<file path="config.mk">
export PLATFORM = sky130hd
export DESIGN_NAME = cpu_bus_bridge
export DESIGN_NICKNAME = d
export VERILOG_FILES = /design/src/design/bridge_pkg.sv /design/src/design/bus_cycle_ctrl.sv /design/src/design/addr_wdata_serializer.sv /design/src/design/rdata_assembler.sv /design/src/design/cpu_bus_bridge.sv
export SDC_FILE = /design/constraint.sdc
export NUM_CORES = 1
export LEC_CHECK = 0
export ABC_AREA = 1
export BUFFER_PORTS_ARGS = -buffer_cell sky130_fd_sc_hd__buf_2
export CAP_MARGIN = 20
export CORE_UTILIZATION = 52
export CTS_BUF_LIST = sky130_fd_sc_hd__clkbuf_4 sky130_fd_sc_hd__clkbuf_8 sky130_fd_sc_hd__clkbuf_16
export DETAILED_ROUTE_END_ITERATION = 8
export HOLD_SLACK_MARGIN = 0.02
export PLACE_DENSITY = 0.81
export REMOVE_ABC_BUFFERS = 1
export SLEW_MARGIN = 0
export SYNTH_ARGS = -nofsm -noshare
export SYNTH_HDL_FRONTEND = slang
export SYNTH_HIERARCHICAL = 1
export SYNTH_SLANG_ARGS = --single-unit
</file>
<file path="constraint.sdc">
create_clock -name clk -period 2.6 [get_ports clk]
set_input_delay 0.26 -clock clk [delete_from_list [all_inputs] [get_ports clk]]
set_output_delay 0.26 -clock clk [all_outputs]
set_load 0.005 [all_outputs]
</file>
<file path="src/design/bridge_pkg.sv">
// Shared widths, phase encoding and phase decode helpers for the CPU bus bridge, imported by RTL and testbench
`default_nettype none

package bridge_pkg;

  localparam int BUS_W      = 32;                 // CPU address and data word width
  localparam int PIN_W      = 8;                  // Width of each pin group
  localparam int BUS_BYTES  = BUS_W / PIN_W;      // Bytes per word, 4
  localparam int PHASE_W    = 4;                  // Phase code width
  localparam int BYTE_SEL_W = $clog2(BUS_BYTES);  // Byte index width

  // One bus cycle walks IDLE, four address phases, four data phases, back to IDLE
  typedef enum logic [PHASE_W-1:0] {
    PH_IDLE  = 4'd0,
    PH_ADDR0 = 4'd1,  // Address byte 0, least significant
    PH_ADDR1 = 4'd2,
    PH_ADDR2 = 4'd3,
    PH_ADDR3 = 4'd4,
    PH_DATA0 = 4'd5,  // Data byte 0, least significant
    PH_DATA1 = 4'd6,
    PH_DATA2 = 4'd7,
    PH_DATA3 = 4'd8
  } bus_phase_e;

  function automatic logic is_addr_phase(input bus_phase_e ph);
    return (ph >= PH_ADDR0) && (ph <= PH_ADDR3);
  endfunction

  function automatic logic is_data_phase(input bus_phase_e ph);
    return (ph >= PH_DATA0) && (ph <= PH_DATA3);
  endfunction

  // Byte position within the word for an address or data phase
  function automatic logic [BYTE_SEL_W-1:0] byte_index(input bus_phase_e ph);
    logic [BYTE_SEL_W-1:0] idx;
    case (ph)
      PH_ADDR1, PH_DATA1: idx = 2'd1;
      PH_ADDR2, PH_DATA2: idx = 2'd2;
      PH_ADDR3, PH_DATA3: idx = 2'd3;
      default:            idx = 2'd0;  // Byte 0 phases and idle
    endcase
    return idx;
  endfunction

endpackage

`default_nettype wire

</file>
<file path="src/design/bus_cycle_ctrl.sv">
// Bus cycle FSM: accepts a CPU request, steps address and data phases, sets pin direction and pulses done
`default_nettype none

module bus_cycle_ctrl import bridge_pkg::*; (
  input  logic             clk,
  input  logic             rst_n,
  input  logic             req,     // CPU request level
  input  logic             we,      // 1 = write cycle
  output bus_phase_e       phase,   // Current phase to the datapath blocks
  output logic             start,   // High in the accept cycle
  output logic             sample,  // Read data phase, assembler takes uio_in
  output logic             busy,
  output logic             done,    // One-cycle completion pulse
  output logic             frame,
  output logic [PIN_W-1:0] uio_oe
);

  bus_phase_e phase_q;
  bus_phase_e phase_next;
  logic       we_q;       // Cycle type held for the whole cycle
  logic       in_data;

  assign busy    = (phase_q != PH_IDLE);
  assign start   = req && !busy;  // New cycle may begin in the done cycle
  assign in_data = is_data_phase(phase_q);

  // Next phase, fixed sequence with no wait states
  always_comb begin
    case (phase_q)
      PH_IDLE:  phase_next = start ? PH_ADDR0 : PH_IDLE;
      PH_ADDR0: phase_next = PH_ADDR1;
      PH_ADDR1: phase_next = PH_ADDR2;
      PH_ADDR2: phase_next = PH_ADDR3;
      PH_ADDR3: phase_next = PH_DATA0;
      PH_DATA0: phase_next = PH_DATA1;
      PH_DATA1: phase_next = PH_DATA2;
      PH_DATA2: phase_next = PH_DATA3;
      PH_DATA3: phase_next = PH_IDLE;
      default:  phase_next = PH_IDLE;  // Unused codes recover to idle
    endcase
  end

  always_ff @(posedge clk) begin
    if (!rst_n) begin
      phase_q <= PH_IDLE;
      we_q    <= 1'b0;
      done    <= 1'b0;
    end else begin
      phase_q <= phase_next;
      if (start) begin
        we_q <= we;  // Type fixed at accept
      end
      // Both halves finish together on the step out of the last data phase
      done <= (phase_q == PH_DATA3);
    end
  end

  assign phase  = phase_q;
  assign frame  = busy;                          // Address and data phases
  assign sample = in_data && !we_q;              // Device drives uio_in
  assign uio_oe = {PIN_W{in_data && we_q}};      // Bridge drives uio only for writes

endmodule

`default_nettype wire

</file>
<file path="src/design/addr_wdata_serializer.sv">
// Outbound serializer: latches address and write data at cycle start, drives the byte of the current phase
`default_nettype none

module addr_wdata_serializer import bridge_pkg::*; (
  input  logic             clk,
  input  logic             rst_n,
  input  logic             start,    // Accept cycle from the controller
  input  logic             we,
  input  bus_phase_e       phase,
  input  logic [BUS_W-1:0] addr,
  input  logic [BUS_W-1:0] wdata,
  output logic [PIN_W-1:0] uo_out,   // Address byte pins
  output logic [PIN_W-1:0] uio_out   // Write data byte pins
);

  logic [BUS_W-1:0]      addr_q;
  logic [BUS_W-1:0]      wdata_q;
  logic                  we_q;
  logic [BYTE_SEL_W-1:0] sel;
  logic                  addr_en;
  logic                  wdata_en;

  // Cycle type latched at accept
  always_ff @(posedge clk) begin
    if (!rst_n) begin
      we_q <= 1'b0;
    end else if (start) begin
      we_q <= we;
    end
  end

  // Payload held so the CPU can move on during the cycle
  always_ff @(posedge clk) begin
    if (start) begin
      addr_q  <= addr;
      wdata_q <= wdata;
    end
  end

  assign sel      = byte_index(phase);
  assign addr_en  = is_addr_phase(phase);
  assign wdata_en = is_data_phase(phase) && we_q;

  // Byte select straight from the phase, same cycle
  always_comb begin
    uo_out = '0;
    if (addr_en) begin
      uo_out = addr_q[sel*PIN_W +: PIN_W];
    end
  end

  always_comb begin
    uio_out = '0;  // Quiet in reads and outside data phases
    if (wdata_en) begin
      uio_out = wdata_q[sel*PIN_W +: PIN_W];
    end
  end

endmodule

`default_nettype wire

</file>
<file path="src/design/rdata_assembler.sv">
// Inbound read data assembler: shifts one pin byte in per sample edge and holds the finished read word
`default_nettype none

module rdata_assembler import bridge_pkg::*; (
  input  logic             clk,
  input  logic             rst_n,
  input  logic             sample,  // High in read data phases
  input  logic [PIN_W-1:0] uio_in,  // Byte from the device
  output logic [BUS_W-1:0] rdata
);

  logic [BUS_W-1:0] word_q;
  logic [BUS_W-1:0] word_next;

  // New byte enters at the top, so byte 0 ends at the bottom after four samples
  assign word_next = {uio_in, word_q[BUS_W-1:PIN_W]};

  always_ff @(posedge clk) begin
    if (!rst_n) begin
      word_q <= '0;
    end else if (sample) begin
      word_q <= word_next;
    end
    // Otherwise the last read word stays visible
  end

  assign rdata = word_q;

endmodule

`default_nettype wire

</file>
<file path="src/design/cpu_bus_bridge.sv">
// Top of the CPU bus bridge: joins the cycle FSM, outbound serializer and read assembler to CPU and pins
`default_nettype none

module cpu_bus_bridge import bridge_pkg::*; (
  input  logic             clk,
  input  logic             rst_n,
  // CPU side
  input  logic             req,
  input  logic             we,
  input  logic [BUS_W-1:0] addr,
  input  logic [BUS_W-1:0] wdata,
  output logic             busy,
  output logic             done,
  output logic [BUS_W-1:0] rdata,
  // Pin side
  output logic             frame,
  output logic [PIN_W-1:0] uo_out,
  output logic [PIN_W-1:0] uio_out,
  output logic [PIN_W-1:0] uio_oe,
  input  logic [PIN_W-1:0] uio_in
);

  bus_phase_e phase;
  logic       start;
  logic       sample;

  bus_cycle_ctrl bus_cycle_ctrl_inst (
    .clk    (clk),
    .rst_n  (rst_n),
    .req    (req),
    .we     (we),
    .phase  (phase),
    .start  (start),
    .sample (sample),
    .busy   (busy),
    .done   (done),
    .frame  (frame),
    .uio_oe (uio_oe)
  );

  addr_wdata_serializer addr_wdata_serializer_inst (
    .clk     (clk),
    .rst_n   (rst_n),
    .start   (start),
    .we      (we),
    .phase   (phase),
    .addr    (addr),
    .wdata   (wdata),
    .uo_out  (uo_out),
    .uio_out (uio_out)
  );

  rdata_assembler rdata_assembler_inst (
    .clk    (clk),
    .rst_n  (rst_n),
    .sample (sample),
    .uio_in (uio_in),
    .rdata  (rdata)
  );

endmodule

`default_nettype wire

</file>
==> impl_metrics.tcl <==
set metrics [dict create \
    status "finished clean" \
    clockRootBuffer "clkbuf_8" \
    dr.pass1.iters 6 \
    final_hold_viol_count 0 \
    max_slew_margin_pct 57.7 \
    num_vias 3588 \
    crit_required_ps 2340 \
    cts_sinks 103 \
    fmaxAchievable_ghz 0.417 \
    place_hpwl_um 6790 \
    post-route-drc-count 0 \
    grt_first_pass_wirelength_um 15900 \
    maxCapViolCount 0 \
    critPathKind "flip-flop to output pin" \
    ys_warn_count 6 \
    crit_family "simple AND/OR/NAND/NOR gates" \
    fin_cells 738 \
    crit_slowest_cell "dfxtp_1" \
    die-area_um2 9460 \
    antenna_found_initial 0 \
    diodes 0 \
    area_growth_pct 18.1 \
    critical_path_buf_inv_count 2 \
    design.core.area_um2 8760 \
    path_clk_slew_ps 90 \
    min_period_ps 2400 \
    place_ws_ps 472 \
    dp.cells 723 \
    clock_latency_ps 360 \
    critPathCaptureType "output pin" \
    htree_levels 3 \
    hold_path_class "primary input to flip-flop" \
    cp_max_fo 32 \
    syn_area_per_cell_um2 9.38 \
    die_y_um 97.2 \
    grt.overflow.total 0 \
    grt_max_degree 65 \
    layout-drive-gt1-share_pct 35.7 \
    crit_path_start_kind "flip-flop" \
    powerDensity_nw_per_um2 614 \
    drt-initial-drc-count 126 \
    ant_nets 0 \
    p_leak_nw 2.49 \
    fin_crit_sh_pct 92.2 \
    place.gp.congestion 0.799 \
    die-width_um 97.2 \
    track_usage_pct 21.4 \
    fin_area_um2 5570 \
    start_util_pct 53.8 \
    path_cells "inv_2 -> nand2_4 -> nand2_4 -> nand2_8 -> nand2_8 -> nor2_1 -> nand2_1 -> a21oi_1 -> buf_2" \
    worst_slew_pin_slew_ps 631 \
    grt_pass1_vias 3323 \
    syn_area_um2 4720 \
    cts_setup_buffers 0 \
    setup_violations 0 \
    wl_per_cell_um 13.2 \
    postRouteWirelength_um 9760 \
    worst_slack_ps 204 \
    holdWs_ps 63.3 \
    cts_tree "done" \
    num_rows 34 \
    cts_buffers 9 \
    rsz0062_at_grt "no" \
    synthDistinctLibCells 26 \
    vias_per_cell 4.86 \
    seq_area_frac_synth_pct 57.3 \
    slowest_delay_ps 540 \
    io_buffers 134 \
    irDropWorstVdd_v 0.000320 \
    maxSlewViolCount 0 \
    synth.ff_latch_count 103 \
    synthCells 503 \
    clockBufferDepth 2 \
    nets 702 \
    pin_count 135 \
    finClkSkew_ps 7.16 \
    placed_area_um2 5330 \
    arrival_ps 2140 \
]
[metal layers]
metal	vias up	part of all wire [%]	GRT usage, %
li1	1803	-	-
met1	1618	42	27.2
met2	150	47	34.3
met3	17	8.9	6.76
met4	0	1.7	7.81
met5	-	0	0
[final timing paths]
kind	start	to	slack (ps)	cells after the start
setup / recovery	bus_cycle_ctrl_inst/phase[3]	uo_out[5]	200	9
hold / removal	wdata[7]	addr_wdata_serializer_inst/wdata_q[7]	60	1
setup reg to reg	bus_cycle_ctrl_inst/phase[2]	rdata_assembler_inst/rdata[28]	860	8
hold reg to reg	rdata_assembler_inst/rdata[1]	rdata_assembler_inst/rdata[1]	480	2
[cell usage in the layout, fill, tap and decap left out, drive strengths merged]
| cell | synthesis | layout |
|---|---|---|
| a21oi | 19 | 19 |
| nand3b | 16 | 16 |
| dfxtp | 39 | 39 |
| buf | 28 | 140 |
| nand2 | 108 | 108 |
| or2 | 1 | 1 |
| nand3 | 34 | 34 |
| clkinv | 0 | 1 |
| clkbuf | 0 | 14 |
| nor3 | 6 | 6 |
| inv | 76 | 76 |
| nand4 | 1 | 1 |
| edfxtp | 64 | 64 |
| nor2 | 106 | 106 |
| o21ai | 5 | 5 |
[layout make-up]
type / count / area (um2)
Clock buffer: 14 / 220
Clock inverter: 1 / 5.00
Fill cell: 727 / 3190
Inverter: 76 / 285
Multi-Input combinational cell: 296 / 1490
Sequential cell: 103 / 2700
Tap cell: 108 / 135
Timing Repair Buffer: 140 / 728
[kinds of logic after synthesis]
logic type / Yosys count / share of synthesized area [%]
DFF: 103 / 57.3
AOI/OAI and AO/OA: 24 / 2.71
buffers and inverters: 104 / 11.6
and+or+nand+nor: 272 / 28.4
[sequential cells by signal, summed over array words and instances (netlist names)]
name,count
bus_cycle_ctrl_inst/phase,4
bus_cycle_ctrl_inst/we_q,1
bus_cycle_ctrl_inst/done,1
rdata_assembler_inst/rdata,32
addr_wdata_serializer_inst/we_q,1
addr_wdata_serializer_inst/wdata_q,32
addr_wdata_serializer_inst/addr_q,32
[through the flow]
step                power (mW)  setup TNS [ps]  utilization (%)
detailed placement        2.38               0             60.8
global route              3.59               0             63.5
finish                    3.42               0             63.5
global placement          2.36               0             60.8
CTS                       3.44               0             63.4
floorplan                 2.19          -45170                -
[power breakdown]
| group | switching (mW) | leakage, nW | internal, mW | total, mW |
|---|---|---|---|---|
| clock network | 0.522 | 0.117 | 0.554 | 1.08 |
| registers | 0.0394 | 0.922 | 1.85 | 1.89 |
| logic | 0.279 | 1.45 | 0.173 | 0.452 |
| total | 0.841 | 2.49 | 2.58 | 3.42 |
[synth_stat cells, drive strengths merged]
cell type  number  share of area [%]
a21oi          19                2.1
buf            28                5.5
dfxtp          39                 17
edfxtp         64                 41
inv            76                6.0
nand2         108                 11
nand3          34                3.6
nand3b         16                2.5
nand4           1               0.13
nor2          106                 10
nor3            6               0.64
o21ai           5               0.61
or2             1               0.19
[timing repair]
action / CTS / global route
gates resized for setup: 0 / 2
hold buffers: 0 / 0
endpoints found under the setup margin: 0 / 16
Power figures use the tool's default switching activity.
